**config.mk**
```make
export PLATFORM = sky130hd
export DESIGN_NAME = rvCore
export DESIGN_NICKNAME = d
export VERILOG_FILES = /design/src/hdl/rvPkg.sv /design/src/hdl/ctrlIf.sv /design/src/hdl/alu.sv /design/src/hdl/branchUnit.sv /design/src/hdl/ctrlGen.sv /design/src/hdl/immGen.sv /design/src/hdl/regFile.sv /design/src/hdl/rvCore.sv
export VERILOG_INCLUDE_DIRS = /design/src /design/src/hdl
export SDC_FILE = /design/constraint.sdc
export NUM_CORES = 2
export LEC_CHECK = 0
export BUFFER_PORTS_ARGS = -buffer_cell sky130_fd_sc_hd__buf_2
export CORE_MARGIN = 1.5
export CORE_UTILIZATION = 45
export CTS_CLUSTER_SIZE = 25
export DETAILED_ROUTE_END_ITERATION = 8
export GPL_ROUTABILITY_DRIVEN = 0
export GPL_TIMING_DRIVEN = 0
export PLACE_DENSITY = 0.6
export SYNTH_ARGS = -nofsm -noshare
export SYNTH_HDL_FRONTEND = slang
export SYNTH_HIERARCHICAL = 1
export SYNTH_SLANG_ARGS = --single-unit
```
**constraint.sdc**
```tcl
create_clock -name clk -period 7.7 [get_ports clk]
set_clock_uncertainty 0.15 [all_clocks]
set_input_delay 0 -clock clk [delete_from_list [all_inputs] [get_ports clk]]
set_output_delay 0 -clock clk [all_outputs]
set_load 0.01 [all_outputs]
```
**src/hdl/rv_config.svh**
```systemverilog
`ifndef RV_CONFIG_SVH
`define RV_CONFIG_SVH

// data path width
`define XLEN 32

// integer register file size
`define REG_COUNT 32
`define REG_ADDR_W 5

`endif

```
**src/hdl/rvPkg.sv**
```systemverilog
`default_nettype none

package rvPkg;

    // major opcodes of RV32I
    typedef enum logic [6:0] {
        opLoad   = 7'b0000011,
        opImm    = 7'b0010011,
        opAuipc  = 7'b0010111,
        opStore  = 7'b0100011,
        opReg    = 7'b0110011,
        opLui    = 7'b0110111,
        opBranch = 7'b1100011,
        opJalr   = 7'b1100111,
        opJal    = 7'b1101111,
        opSystem = 7'b1110011
    } opcode_t;

    // immediate formats
    typedef enum logic [2:0] {
        extI = 3'b000,
        extU = 3'b001,
        extS = 3'b010,
        extB = 3'b011,
        extJ = 3'b100,
        extR = 3'b111
    } extKind_t;

    // {funct7[5], funct7[0], funct3} plus two extra codes
    typedef enum logic [4:0] {
        aluAdd   = 5'b00000,
        aluSll   = 5'b00001,
        aluSlt   = 5'b00010,
        aluSltu  = 5'b00011,
        aluXor   = 5'b00100,
        aluSrl   = 5'b00101,
        aluOr    = 5'b00110,
        aluAnd   = 5'b00111,
        aluSub   = 5'b10000,
        aluCmpU  = 5'b10010,
        aluSra   = 5'b10101,
        aluPassB = 5'b11000
    } aluOp_t;

    typedef enum logic [1:0] {
        bRs2  = 2'b00,
        bImm  = 2'b01,
        bFour = 2'b10
    } aluBsrc_t;

    typedef enum logic [2:0] {
        brNone = 3'b000,
        brJal  = 3'b001,
        brJalr = 3'b010,
        brEq   = 3'b100,
        brNe   = 3'b101,
        brLt   = 3'b110,
        brGe   = 3'b111
    } branchKind_t;

    // load/store format, same encoding as funct3
    typedef enum logic [2:0] {
        memByte  = 3'b000,
        memHalf  = 3'b001,
        memWord  = 3'b010,
        memByteU = 3'b100,
        memHalfU = 3'b101
    } memOp_t;

endpackage

`default_nettype wire

```
**src/hdl/ctrlIf.sv**
```systemverilog
`timescale 1ns/1ns
`default_nettype none

interface ctrlIf import rvPkg::*; ();

    extKind_t    extKind;
    logic        regWr;
    logic        aluAsrcPc;
    aluBsrc_t    aluBsrc;
    aluOp_t      aluOp;
    branchKind_t branch;
    logic        memToReg;
    logic        memWr;
    logic        memRd;
    memOp_t      memOp;
    logic        illegal;
    logic        halt;

    modport decoder (
        output extKind, regWr, aluAsrcPc, aluBsrc, aluOp, branch,
        output memToReg, memWr, memRd, memOp, illegal, halt
    );

    modport datapath (
        input extKind, regWr, aluAsrcPc, aluBsrc, aluOp, branch,
        input memToReg, memWr, memRd, memOp, illegal, halt
    );

endinterface

`default_nettype wire

```
**src/hdl/alu.sv**
```systemverilog
`timescale 1ns/1ns
`default_nettype none
`include "rv_config.svh"

module alu import rvPkg::*; (
    input  wire logic [`XLEN-1:0] a,
    input  wire logic [`XLEN-1:0] b,
    input  wire aluOp_t           op,
    output logic      [`XLEN-1:0] result,
    output logic                  less
);

    localparam int ShW = $clog2(`XLEN);

    logic [ShW-1:0] shamt;
    logic           lessS;
    logic           lessU;

    assign shamt = b[ShW-1:0];
    assign lessS = $signed(a) < $signed(b);
    assign lessU = a < b;

    // unsigned codes pick the unsigned compare, everything else signed
    assign less = (op == aluSltu || op == aluCmpU) ? lessU : lessS;

    always_comb begin
        case (op)
            aluAdd:   result = a + b;
            aluSub:   result = a - b;
            aluSll:   result = a << shamt;
            aluSrl:   result = a >> shamt;
            aluSra:   result = $signed(a) >>> shamt;
            aluSlt:   result = {{(`XLEN-1){1'b0}}, lessS};
            aluSltu:  result = {{(`XLEN-1){1'b0}}, lessU};
            aluCmpU:  result = {{(`XLEN-1){1'b0}}, lessU};
            aluXor:   result = a ^ b;
            aluOr:    result = a | b;
            aluAnd:   result = a & b;
            aluPassB: result = b;
            default:  result = '0;
        endcase
    end

endmodule

`default_nettype wire

```
**src/hdl/branchUnit.sv**
```systemverilog
`timescale 1ns/1ns
`default_nettype none
`include "rv_config.svh"

module branchUnit import rvPkg::*; (
    input  wire logic [`XLEN-1:0] pc,
    input  wire logic [`XLEN-1:0] imm,
    input  wire logic [`XLEN-1:0] rs1Data,
    input  wire logic [`XLEN-1:0] aluResult,
    input  wire logic             less,
    ctrlIf.datapath               ctrl,
    output logic      [`XLEN-1:0] pcNext
);

    logic             taken;
    logic [`XLEN-1:0] jalrTarget;

    always_comb begin
        case (ctrl.branch)
            brJal:   taken = 1'b1;
            // eq/ne look at the subtract result
            brEq:    taken = (aluResult == '0);
            brNe:    taken = (aluResult != '0);
            brLt:    taken = less;
            brGe:    taken = ~less;
            default: taken = 1'b0;
        endcase
    end

    assign jalrTarget = (rs1Data + imm) & ~`XLEN'(1);

    always_comb begin
        if (ctrl.branch == brJalr) begin
            pcNext = jalrTarget;
        end else if (taken) begin
            pcNext = pc + imm;
        end else begin
            pcNext = pc + `XLEN'(4);
        end
    end

endmodule

`default_nettype wire

```
**src/hdl/ctrlGen.sv**
```systemverilog
`timescale 1ns/1ns
`default_nettype none

module ctrlGen import rvPkg::*; (
    input  wire logic [31:0] inst,
    ctrlIf.decoder           ctrl
);

    opcode_t    opcode;
    logic [2:0] funct3;
    logic [6:0] funct7;

    assign opcode = opcode_t'(inst[6:0]);
    assign funct3 = inst[14:12];
    assign funct7 = inst[31:25];

    always_comb begin
        // defaults describe a harmless no-op
        ctrl.extKind   = extR;
        ctrl.regWr     = 1'b0;
        ctrl.aluAsrcPc = 1'b0;
        ctrl.aluBsrc   = bRs2;
        ctrl.aluOp     = aluAdd;
        ctrl.branch    = brNone;
        ctrl.memToReg  = 1'b0;
        ctrl.memWr     = 1'b0;
        ctrl.memRd     = 1'b0;
        ctrl.memOp     = memByte;
        ctrl.illegal   = 1'b0;
        ctrl.halt      = 1'b0;

        case (opcode)
            opReg: begin
                ctrl.aluOp = aluOp_t'({funct7[5], funct7[0], funct3});
                // funct7[0] selects M-extension ops, not supported here
                ctrl.regWr   = ~funct7[0];
                ctrl.illegal = funct7[0];
            end
            opImm: begin
                ctrl.extKind = extI;
                ctrl.regWr   = 1'b1;
                ctrl.aluBsrc = bImm;
                // only srai keeps funct7[5]
                if (funct3 == 3'b101 && funct7[5]) begin
                    ctrl.aluOp = aluOp_t'({2'b10, funct3});
                end else begin
                    ctrl.aluOp = aluOp_t'({2'b00, funct3});
                end
            end
            opLoad: begin
                ctrl.extKind  = extI;
                ctrl.regWr    = 1'b1;
                ctrl.aluBsrc  = bImm;
                ctrl.memToReg = 1'b1;
                ctrl.memRd    = 1'b1;
                ctrl.memOp    = memOp_t'(funct3);
            end
            opJalr: begin
                // alu builds the link value pc + 4
                ctrl.extKind   = extI;
                ctrl.regWr     = 1'b1;
                ctrl.aluAsrcPc = 1'b1;
                ctrl.aluBsrc   = bFour;
                ctrl.branch    = brJalr;
            end
            opStore: begin
                ctrl.extKind = extS;
                ctrl.aluBsrc = bImm;
                ctrl.memWr   = 1'b1;
                ctrl.memOp   = memOp_t'(funct3);
            end
            opBranch: begin
                ctrl.extKind = extB;
                case (funct3)
                    3'b000: begin
                        ctrl.branch = brEq;
                        ctrl.aluOp  = aluSub;
                    end
                    3'b001: begin
                        ctrl.branch = brNe;
                        ctrl.aluOp  = aluSub;
                    end
                    3'b100: begin
                        ctrl.branch = brLt;
                        ctrl.aluOp  = aluSlt;
                    end
                    3'b101: begin
                        ctrl.branch = brGe;
                        ctrl.aluOp  = aluSlt;
                    end
                    3'b110: begin
                        ctrl.branch = brLt;
                        ctrl.aluOp  = aluCmpU;
                    end
                    3'b111: begin
                        ctrl.branch = brGe;
                        ctrl.aluOp  = aluCmpU;
                    end
                    default: ctrl.illegal = 1'b1;
                endcase
            end
            opLui, opAuipc: begin
                ctrl.extKind   = extU;
                ctrl.regWr     = 1'b1;
                ctrl.aluAsrcPc = 1'b1;
                ctrl.aluBsrc   = bImm;
                ctrl.aluOp     = (opcode == opLui) ? aluPassB : aluAdd;
            end
            opJal: begin
                ctrl.extKind   = extJ;
                ctrl.regWr     = 1'b1;
                ctrl.aluAsrcPc = 1'b1;
                ctrl.aluBsrc   = bFour;
                ctrl.branch    = brJal;
            end
            // ebreak and friends stop the core
            opSystem: ctrl.halt = 1'b1;
            default:  ctrl.illegal = 1'b1;
        endcase
    end

endmodule

`default_nettype wire

```
**src/hdl/immGen.sv**
```systemverilog
`timescale 1ns/1ns
`default_nettype none
`include "rv_config.svh"

module immGen import rvPkg::*; (
    input  wire logic [31:0]       inst,
    ctrlIf.datapath                ctrl,
    output logic      [`XLEN-1:0] imm
);

    logic sign;

    assign sign = inst[31];

    always_comb begin
        case (ctrl.extKind)
            extI: imm = {{(`XLEN-12){sign}}, inst[31:20]};
            extS: imm = {{(`XLEN-12){sign}}, inst[31:25], inst[11:7]};
            // branch offsets are in units of two bytes
            extB: imm = {{(`XLEN-12){sign}}, inst[7], inst[30:25], inst[11:8], 1'b0};
            extU: imm = {{(`XLEN-32){sign}}, inst[31:12], 12'b0};
            extJ: begin
                imm = {{(`XLEN-20){sign}}, inst[19:12], inst[20], inst[30:21], 1'b0};
            end
            default: imm = '0;
        endcase
    end

endmodule

`default_nettype wire

```
**src/hdl/regFile.sv**
```systemverilog
`timescale 1ns/1ns
`default_nettype none
`include "rv_config.svh"

module regFile (
    input  wire logic                   clk,
    input  wire logic                   arstN,
    input  wire logic [`REG_ADDR_W-1:0] rs1Addr,
    input  wire logic [`REG_ADDR_W-1:0] rs2Addr,
    input  wire logic                   wrEn,
    input  wire logic [`REG_ADDR_W-1:0] wrAddr,
    input  wire logic [`XLEN-1:0]       wrData,
    output logic      [`XLEN-1:0]       rs1Data,
    output logic      [`XLEN-1:0]       rs2Data
);

    logic [`XLEN-1:0] regs [`REG_COUNT];

    always_ff @(posedge clk or negedge arstN) begin
        if (!arstN) begin
            regs <= '{default: '0};
        end else if (wrEn && wrAddr != '0) begin
            regs[wrAddr] <= wrData;
        end
    end

    // x0 always reads as zero
    assign rs1Data = (rs1Addr == '0) ? '0 : regs[rs1Addr];
    assign rs2Data = (rs2Addr == '0) ? '0 : regs[rs2Addr];

endmodule

`default_nettype wire

```
**src/hdl/rvCore.sv**
```systemverilog
`timescale 1ns/1ns
`default_nettype none
`include "rv_config.svh"

module rvCore import rvPkg::*; (
    input  wire logic                   clk,
    input  wire logic                   arstN,
    input  wire logic                   instValid,
    input  wire logic [31:0]            inst,
    input  wire logic [`XLEN-1:0]       pc,
    input  wire logic [`XLEN-1:0]       loadData,
    output logic                        resValid,
    output logic      [`XLEN-1:0]       pcNext,
    output logic                        wbEn,
    output logic      [`REG_ADDR_W-1:0] wbAddr,
    output logic      [`XLEN-1:0]       wbData,
    output logic                        memWrEn,
    output logic                        memRdEn,
    output logic      [`XLEN-1:0]       memAddr,
    output logic      [`XLEN-1:0]       memWdata,
    output logic      [2:0]             memFmt,
    output logic                        illegal,
    output logic                        halt
);

    logic [`REG_ADDR_W-1:0] rs1Addr;
    logic [`REG_ADDR_W-1:0] rs2Addr;
    logic [`REG_ADDR_W-1:0] rdAddr;
    logic [`XLEN-1:0]       rs1Data;
    logic [`XLEN-1:0]       rs2Data;
    logic [`XLEN-1:0]       imm;
    logic [`XLEN-1:0]       aluA;
    logic [`XLEN-1:0]       aluB;
    logic [`XLEN-1:0]       aluResult;
    logic                   aluLess;
    logic [`XLEN-1:0]       nextPc;
    logic [`XLEN-1:0]       loadExt;
    logic [`XLEN-1:0]       wrData;
    logic                   wrEn;

    ctrlIf ctrl ();

    assign rs1Addr = inst[19:15];
    assign rs2Addr = inst[24:20];
    assign rdAddr  = inst[11:7];

    ctrlGen uCtrlGen (.inst(inst), .ctrl(ctrl));

    immGen uImmGen (.inst(inst), .ctrl(ctrl), .imm(imm));

    regFile uRegFile (
        .clk(clk), .arstN(arstN),
        .rs1Addr(rs1Addr), .rs2Addr(rs2Addr),
        .wrEn(wrEn), .wrAddr(rdAddr), .wrData(wrData),
        .rs1Data(rs1Data), .rs2Data(rs2Data)
    );

    // operand selection
    assign aluA = ctrl.aluAsrcPc ? pc : rs1Data;

    always_comb begin
        case (ctrl.aluBsrc)
            bImm:    aluB = imm;
            bFour:   aluB = `XLEN'(4);
            default: aluB = rs2Data;
        endcase
    end

    alu uAlu (.a(aluA), .b(aluB), .op(ctrl.aluOp), .result(aluResult), .less(aluLess));

    branchUnit uBranch (
        .pc(pc), .imm(imm), .rs1Data(rs1Data), .aluResult(aluResult),
        .less(aluLess), .ctrl(ctrl), .pcNext(nextPc)
    );

    // load data arrives right aligned from the memory side
    always_comb begin
        case (ctrl.memOp)
            memByte:  loadExt = {{(`XLEN-8){loadData[7]}}, loadData[7:0]};
            memHalf:  loadExt = {{(`XLEN-16){loadData[15]}}, loadData[15:0]};
            memByteU: loadExt = {{(`XLEN-8){1'b0}}, loadData[7:0]};
            memHalfU: loadExt = {{(`XLEN-16){1'b0}}, loadData[15:0]};
            default:  loadExt = loadData;
        endcase
    end

    assign wrData = ctrl.memToReg ? loadExt : aluResult;

    // x0 writes never reach the result record
    assign wrEn = instValid & ctrl.regWr & (rdAddr != '0);

    always_ff @(posedge clk or negedge arstN) begin
        if (!arstN) begin
            resValid <= 1'b0;
            wbEn     <= 1'b0;
            memWrEn  <= 1'b0;
            memRdEn  <= 1'b0;
            illegal  <= 1'b0;
            halt     <= 1'b0;
        end else begin
            resValid <= instValid;
            wbEn     <= wrEn;
            memWrEn  <= instValid & ctrl.memWr;
            memRdEn  <= instValid & ctrl.memRd;
            illegal  <= instValid & ctrl.illegal;
            halt     <= instValid & ctrl.halt;
        end
    end

    // result payload, captured with each instruction
    always_ff @(posedge clk) begin
        if (instValid) begin
            pcNext   <= nextPc;
            wbAddr   <= rdAddr;
            wbData   <= wrData;
            memAddr  <= aluResult;
            memWdata <= rs2Data;
            memFmt   <= ctrl.memOp;
        end
    end

endmodule

`default_nettype wire

```
# After elaboration in Yosys (flattened, before gate mapping)
# Index checks and enable logic that the tools add are counted.
dict set report totals {
  inputBits 99
  romBits 0
  out_inout_bits 142
  latchBits 0
  mem_bits_rw 0
  word_cells 179
  reg_bits 1166
  memories 0
}
dict set report op_classes {
  magnitude_cmp 6
  n_bitwise 14
  reduce_logical 28
  mul 0
  n_shift 3
  muxes 37
  eq_ne 41
  n_addsub 5
  div_mod_pow 0
}
# operator count
set ops {}
lappend ops {{$bwmux W1024} 1}
lappend ops {{$mux W32} 11}
lappend ops {{$pmux W32 S11} 1}
lappend ops {{$bmux W32 S5} 2}
lappend ops {{$demux W32 S5} 1}
lappend ops {{$pmux W32 S5} 1}
lappend ops {{$pmux W32 S4} 1}
lappend ops {{$add A32 B32 Y32} 3}
lappend ops {{$lt A32 B32 Y1} 2}
lappend ops {{$pmux W32 S2} 1}
lappend ops {{$eq A3 B3 Y1 const B} 11}
lappend ops {{$add A32 B3 Y32 const B} 1}
lappend ops {{$and A32 B32 Y32} 1}
lappend ops {{$logic_not A32 Y1} 1}
lappend ops {{$or A32 B32 Y32} 1}
lappend ops {{$reduce_bool A32 Y1} 1}
lappend ops {{$shl A32 B5 Y32} 1}
lappend ops {{$shr A32 B5 Y32} 1}
lappend ops {{$sshr A32 B5 Y32} 1}
lappend ops {{$sub A32 B32 Y32} 1}
lappend ops {{$xor A32 B32 Y32} 1}
lappend ops {{$eq A7 B7 Y1 const B} 4}
lappend ops {{$eq A7 B6 Y1 const B} 3}
lappend ops {{$eq A5 B3 Y1 const B} 4}
lappend ops {{37 further kinds} 78}

# Longest topological paths before layout
dict set report depth {
  depth_word 12
  ltp_mapped 32
  mapped_depth_nobuf 26
}

# Modules after synthesis
# Netlist, hierarchy kept.
# mod cells_each n_inst seq_area_each_um2 area_each_um2
set by_module_without_submodules {}
lappend by_module_without_submodules {regFile 3621 1 25624.6 54369.6}
lappend by_module_without_submodules {alu 1261 1 0.0 8800.9}
lappend by_module_without_submodules {rvCore 390 1 4234.1 5894.4}
lappend by_module_without_submodules {branchUnit 630 1 0.0 4300.4}
lappend by_module_without_submodules {immGen 74 1 0.0 550.5}
lappend by_module_without_submodules {ctrlGen 56 1 0.0 386.6}

# Least setup slack after synthesis
# No wires, ideal clock.
dict set report synth_timing {
  path_kind {in2reg}
  start {in inst[6]}
  end {reg pcNext[0] (data pin)}
  path_buffers 7
  arrival_ps 6811
  stages 31
  path_slack_ps 472
  required_ps 7283
  setup_time_ps 267
  path_cell_list {buf_6 or3b_4 a21oi_4 a31oi_1 clkbuf_8 and2b_2 a22o_2 a21oi_1 o21ai_1 clkbuf_1 clkinv_1 buf_1 clkbuf_1 ha_1 o21ba_1 or4_4 a311oi_2 o211ai_2 a2111oi_4 o21ai_0 a41oi_1 nand3_1 nor4_1 nand4_1 o311ai_0 o41ai_1 a31oi_2 buf_2 buf_2 mux2i_1 nor2_1}
}
dict set report synth_between {
  elab_cells_between_ends 68
  cone_classes {3 x add/sub; 2 x order compare; 32 x eq/ne; 3 x shift; 13 x mux; 4 x bitwise; 11 x reduce/logical}
}
# item line
set synth_lines {}
lappend synth_lines {{from (decl)} rvCore.sv:9} ;# input wire logic [31:0] inst,
lappend synth_lines {{$eq A7 B7 Y1, or another cell as far along} ctrlGen.sv:32} ;# case (opcode)
lappend synth_lines {{$reduce_or A4 Y1 (no source line) (*)} --}
lappend synth_lines {{$mux W1 (*)} ctrlGen.sv:32}
lappend synth_lines {{net ctrl.aluAsrcPc} ctrlIf.sv:8} ;# logic aluAsrcPc;
lappend synth_lines {{$mux W32 (*)} rvCore.sv:59} ;# assign aluA = ctrl.aluAsrcPc ? pc : rs1Data;
lappend synth_lines {{$sub A32 B32 Y32, or another cell as far along} alu.sv:29} ;# aluSub: result = a - b;
lappend synth_lines {{$pmux W32 S11 (*)} alu.sv:27} ;# case (op)
lappend synth_lines {{net aluResult[28]} rvCore.sv:34} ;# logic [`XLEN-1:0] aluResult;
lappend synth_lines {{$reduce_bool A32 Y1 or $logic_not A32 Y1 (tied branches)} {branchUnit.sv:23, branchUnit.sv:22}}
lappend synth_lines {{$pmux W1 S5 (*)} branchUnit.sv:19} ;# case (ctrl.branch)
lappend synth_lines {{$mux W32 (*)} branchUnit.sv:35} ;# end else if (taken) begin
lappend synth_lines {{to (signal assigned)} rvCore.sv:113} ;# pcNext <= nextPc;
lappend synth_lines {{to (decl)} rvCore.sv:13} ;# output logic [`XLEN-1:0] pcNext,
# Mark *: on every way through the listed nets, which the timed path passes. The rest lies on a longest branch.
# A chain may end at the register's enable or synchronous reset.

# Worst setup path in the final report
dict set report layout_timing {
  start {in inst[17]}
  end {reg uRegFile/regs[241] (netlist bit)}
}
dict set report layout_between {
  elab_chain_len 10
  elab_cells_between_ends 20
  cone_classes {2 x add/sub; 3 x shift; 10 x mux; 4 x bitwise; 1 x reduce/logical}
}
# item line
set layout_lines {}
lappend layout_lines {{$not A5 Y6 (not written as such)} regFile.sv:28} ;# assign rs1Data = (rs1Addr == '0) ? '0 : regs[rs1Addr];
lappend layout_lines {{$bmux W32 S5} regFile.sv:28}
lappend layout_lines {{$mux W32 (not written as such) (2 in series)} regFile.sv:28}
lappend layout_lines {{$mux W32 (*)} regFile.sv:28}
lappend layout_lines {{net rs1Data[4]} rvCore.sv:29} ;# logic [`XLEN-1:0] rs1Data;
lappend layout_lines {{$mux W32 (*)} rvCore.sv:59}
lappend layout_lines {{net aluA[4]} rvCore.sv:32} ;# logic [`XLEN-1:0] aluA;
lappend layout_lines {{$sub A32 B32 Y32, or another cell as far along} alu.sv:29}
lappend layout_lines {{$pmux W32 S11 (*)} alu.sv:27}
lappend layout_lines {{net aluResult[17]} rvCore.sv:34}
lappend layout_lines {{$mux W32 (*)} rvCore.sv:87} ;# assign wrData = ctrl.memToReg ? loadExt : aluResult;
lappend layout_lines {{net wrData[17]} rvCore.sv:38} ;# logic [`XLEN-1:0] wrData;
lappend layout_lines {{$bwmux W1024 (*)} regFile.sv:23} ;# regs[wrAddr] <= wrData;
lappend layout_lines {{to (signal, indexed assignment)} regFile.sv:23}
lappend layout_lines {{to (decl)} regFile.sv:17} ;# logic [`XLEN-1:0] regs [`REG_COUNT];
# Mark *: on every way through the listed nets, which the timed path passes. The rest lies on a longest branch. The select of a mux whose other input is x is not followed.

==> results.sh <==
export IMPL_clock_latency_ns=0.82
export IMPL_relSlewSlack_pct=-11.5
export IMPL_fmax_mhz=126
export IMPL_grt_use_met2_pct=54.3
export IMPL_antenna_found_initial=23
export IMPL_leakage_nw=38.2
export IMPL_die_area_mm2=0.168
export IMPL_syn2layout_area_growth_pct=16.2
export IMPL_timing_final_ws_setup_ns=-0.223
export IMPL_finalCritPeriodShare_pct=103
export IMPL_p_sw_share_pct=33.7
export IMPL_via_count=61327
export IMPL_synthTopCellsByArea="dfrtp_1 (35%), mux2_2 (16%), mux4_2 (15%), edfxtp_1 (5.5%), ha_1 (2.8%)"
export IMPL_async_flop_share_pct=88.3
export IMPL_synth_seq_cells=1166
export IMPL_required_ns=8.28
export IMPL_ir_worst_vdd_v=0.000234
export IMPL_wl_mm=315
export IMPL_cp_start_kind="input port"
export IMPL_power_frac_seq_pct=38.5
export IMPL_violations="max-capacitance violations, max-slew violations, negative setup slack"
export IMPL_wire_per_inst_um=35.5
export IMPL_hold_viol=0
export IMPL_cp_end_kind="register"
export IMPL_drt_iter0_drc=8551
export IMPL_dp_hpwl_mm=235
export IMPL_syn_nets=6299
export IMPL_start_util_pct=45.5
export IMPL_ios=241
export IMPL_clockPowerShare_pct=37.5
export IMPL_min_path_type="in2reg"
export IMPL_grt_max_degree=167
export IMPL_final_antenna_net_count=0
export IMPL_slew_violations=19
export IMPL_rows=148
export IMPL_synthesis_yosys_warnings=6
export IMPL_cts_sinks=1166
export IMPL_worstPathArrival_ns=8.50
export IMPL_netSwitchingPower_w=0.00586
export IMPL_cap_violations=3
export IMPL_grt_pass1_wl_mm=442
export IMPL_firstDrtPassIters=9
export IMPL_comb_power_share_pct=24.0
export IMPL_power_internal_w=0.0115
export IMPL_layout_nets=6828
export IMPL_fin_crit_ns=7.92
export IMPL_cts_tree="done"
export IMPL_cts_buffer_depth=3
export IMPL_cts_buffers_inserted=132
export IMPL_finish_utilization_pct=52.9
export IMPL_ys_flop_type="dfrtp_1"
export IMPL_p_per_area_mw_per_mm2=201
export IMPL_die_h_um=409
export IMPL_setup_viol=41
export IMPL_die_w_um=409
export IMPL_yosysTopAreaCell="dfrtp_1"
export IMPL_vias_per_cell=6.91
export IMPL_yosysUniqueCellTypes=107
export IMPL_clk_pin_slew_worst_paths_ns=0.06
export IMPL_overflow=0
export IMPL_use_met3_pct=13.2
export IMPL_use_met1_pct=46.2
export IMPL_route_detailed_drc=0
export IMPL_path_class="in2reg"
export IMPL_final_setup_tns_ns=-5.71
export IMPL_drive_gt1_share_pct=39.8
export IMPL_coreArea_mm2=0.163
export IMPL_numPortBuffers=239
export IMPL_synth_edf_count=136
export IMPL_track_usage_pct=36.9
export IMPL_ys_seq_area_share_pct=40.2
export IMPL_synth_area_mm2=0.0743
export IMPL_busiest_layer="met2"
export IMPL_netlist_instances=6032
export IMPL_fillers=14125
export IMPL_cts_htree_levels=4
export IMPL_cts_root_buffer="clkbuf_16"
export IMPL_grt_pass1_vias=59139
export IMPL_tightest_slew_ns=1.66
export IMPL_outcome="finished with violations"
export IMPL_synth_top_cell_area_share_pct=34.7
export IMPL_crit_fanout=11
export IMPL_avgSynthCellArea_um2=12.3
[synthesized netlist by cell type (all sizes together), types with 29 or more instances]
library cell / instances
mux2: 1104
dfrtp: 1030
mux4: 508
clkbuf: 324
o21ai: 299
buf: 273
nand2: 270
nor2: 224
a21oi: 192
mux2i: 171
ha: 164
inv: 147
edfxtp: 136
a211oi: 98
nand3: 84
nor2b: 83
a22oi: 77
a311oi: 70
a221oi: 61
xnor2: 59
nor3: 52
o211ai: 46
xor2: 46
a21o: 42
o221ai: 38
nand2b: 36
and2: 30
a31oi: 29
[registers in the layout (all words and copies together) (netlist names), 3 cells and up]
register	cells
memAddr	32
memFmt	3
memWdata	32
pcNext	32
uRegFile/regs	1024
wbAddr	5
wbData	32
[metal layers]
layer	share of wire (%)	up-vias	wire length (um)
met2	43	4409	136000
met3	13	1211	40300
li1	-	24248	-
met1	36	31445	115000
met4	7.7	14	24100
met5	0.034	-	106
[final timing paths]
kind | startpoint | to | slack, ns | depth (start not counted)
setup / recovery | inst[17] | uRegFile/regs[241] | -0.22 | 23
hold / removal | inst[26] | pcNext[6] | 0.04 | 5
setup reg to reg | uRegFile/regs[804] | uRegFile/regs[241] | -0.13 | 20
hold reg to reg | uRegFile/regs[995] | uRegFile/regs[995] | 0.33 | 1
max in group asynchronous | arstN | uRegFile/regs[133] | 5.43 | 6
min in group asynchronous | arstN | uRegFile/regs[954] | 0.22 | 4
[final cells by class]
cell class              count  area [um^2]  share of cell area, %
multi-input cells        4116        42700                   49.5
flip-flops and latches   1166        29900                   34.6
clock buffers             182         3740                   4.33
plain buffers             590         3000                   3.48
repair buffers            402         2960                   3.43
well taps                2175         2720                   3.15
clock inverters            54          678                  0.785
inverters                 153          581                  0.672
diodes                     36         90.1                  0.104
[cell usage in the layout, fill, tap and decap left out, drive strengths merged, types with 171 or more instances in the layout]
master	Yosys	final
o21ai	299	299
mux2	1104	1104
mux2i	171	171
nand2	270	270
clkbuf	324	507
nor2	224	224
dfrtp	1030	1030
buf	273	560
a21oi	192	192
mux4	508	508
[cell families after synthesis]
kind of cell	after synthesis	synth area share, %
and+or+nand+nor	924	6.12
xor gates and xnor gates	105	1.24
buffers and inverters	750	4.44
DFF	1166	40.2
AOI/OAI and AO/OA	1136	10.7
muxes	1783	34.4
adders and majority gates	168	2.87
[critical path: stages]
cell and delay, ns:
buf_2 0.17, buf_4 0.30, clkbuf_1 0.84, mux4_2 0.43, mux2_2 0.31, o21ai_0 0.55, a311oi_2 0.22, mux2_2 0.58
inv_1 0.12, ha_1 0.23, buf_2 0.18, a211o_1 0.38, a211oi_4 0.33, o41a_1 0.26, o21ai_0 0.18, a221oi_1 0.29
a21oi_1 0.12, xnor2_1 0.17, o21ai_0 0.51, inv_1 0.11, o221ai_2 1.14, clkbuf_1 0.67, mux2_2 0.30
[power groups by stage]
stage | combinational (W) | sequential (W) | clock [W]
after floorplan | 0.00195 | 0.00680 | 0
after global placement | 0.00367 | 0.00679 | 0
after detailed placement | 0.00373 | 0.00679 | 0
after CTS | 0.00389 | 0.00668 | 0.00658
after global routing | 0.00425 | 0.00671 | 0.00682
final | 0.00417 | 0.00668 | 0.00652
[through the flow]
| step | std cells | worst slack [ns] | hold WS, ns | total power, W | instance area, um^2 |
|---|---|---|---|---|---|
| floorplan | 6032 | 0.472 | -0.446 | 0.00874 | 74300 |
| global placement | 8446 | -16.64 | 0.239 | 0.0105 | 78200 |
| detailed placement | 8465 | -4.74 | -0.202 | 0.0105 | 78700 |
| CTS | 8820 | 0.00188 | 0.00273 | 0.0171 | 85500 |
| global route | 8843 | -0.0312 | 0.0424 | 0.0178 | 86300 |
| finish | 8874 | -0.223 | 0.0440 | 0.0174 | 86300 |
[timing repair]
item	in CTS	in global routing
hold buffers	108	0
setup endpoints to repair	1035	82
resized for setup	294	137
pin swaps	24	37
buffers inserted	15	21
cloned	0	0
endpoints found under the hold margin	750	0
No activity file was read; power rests on OpenSTA's default activity.
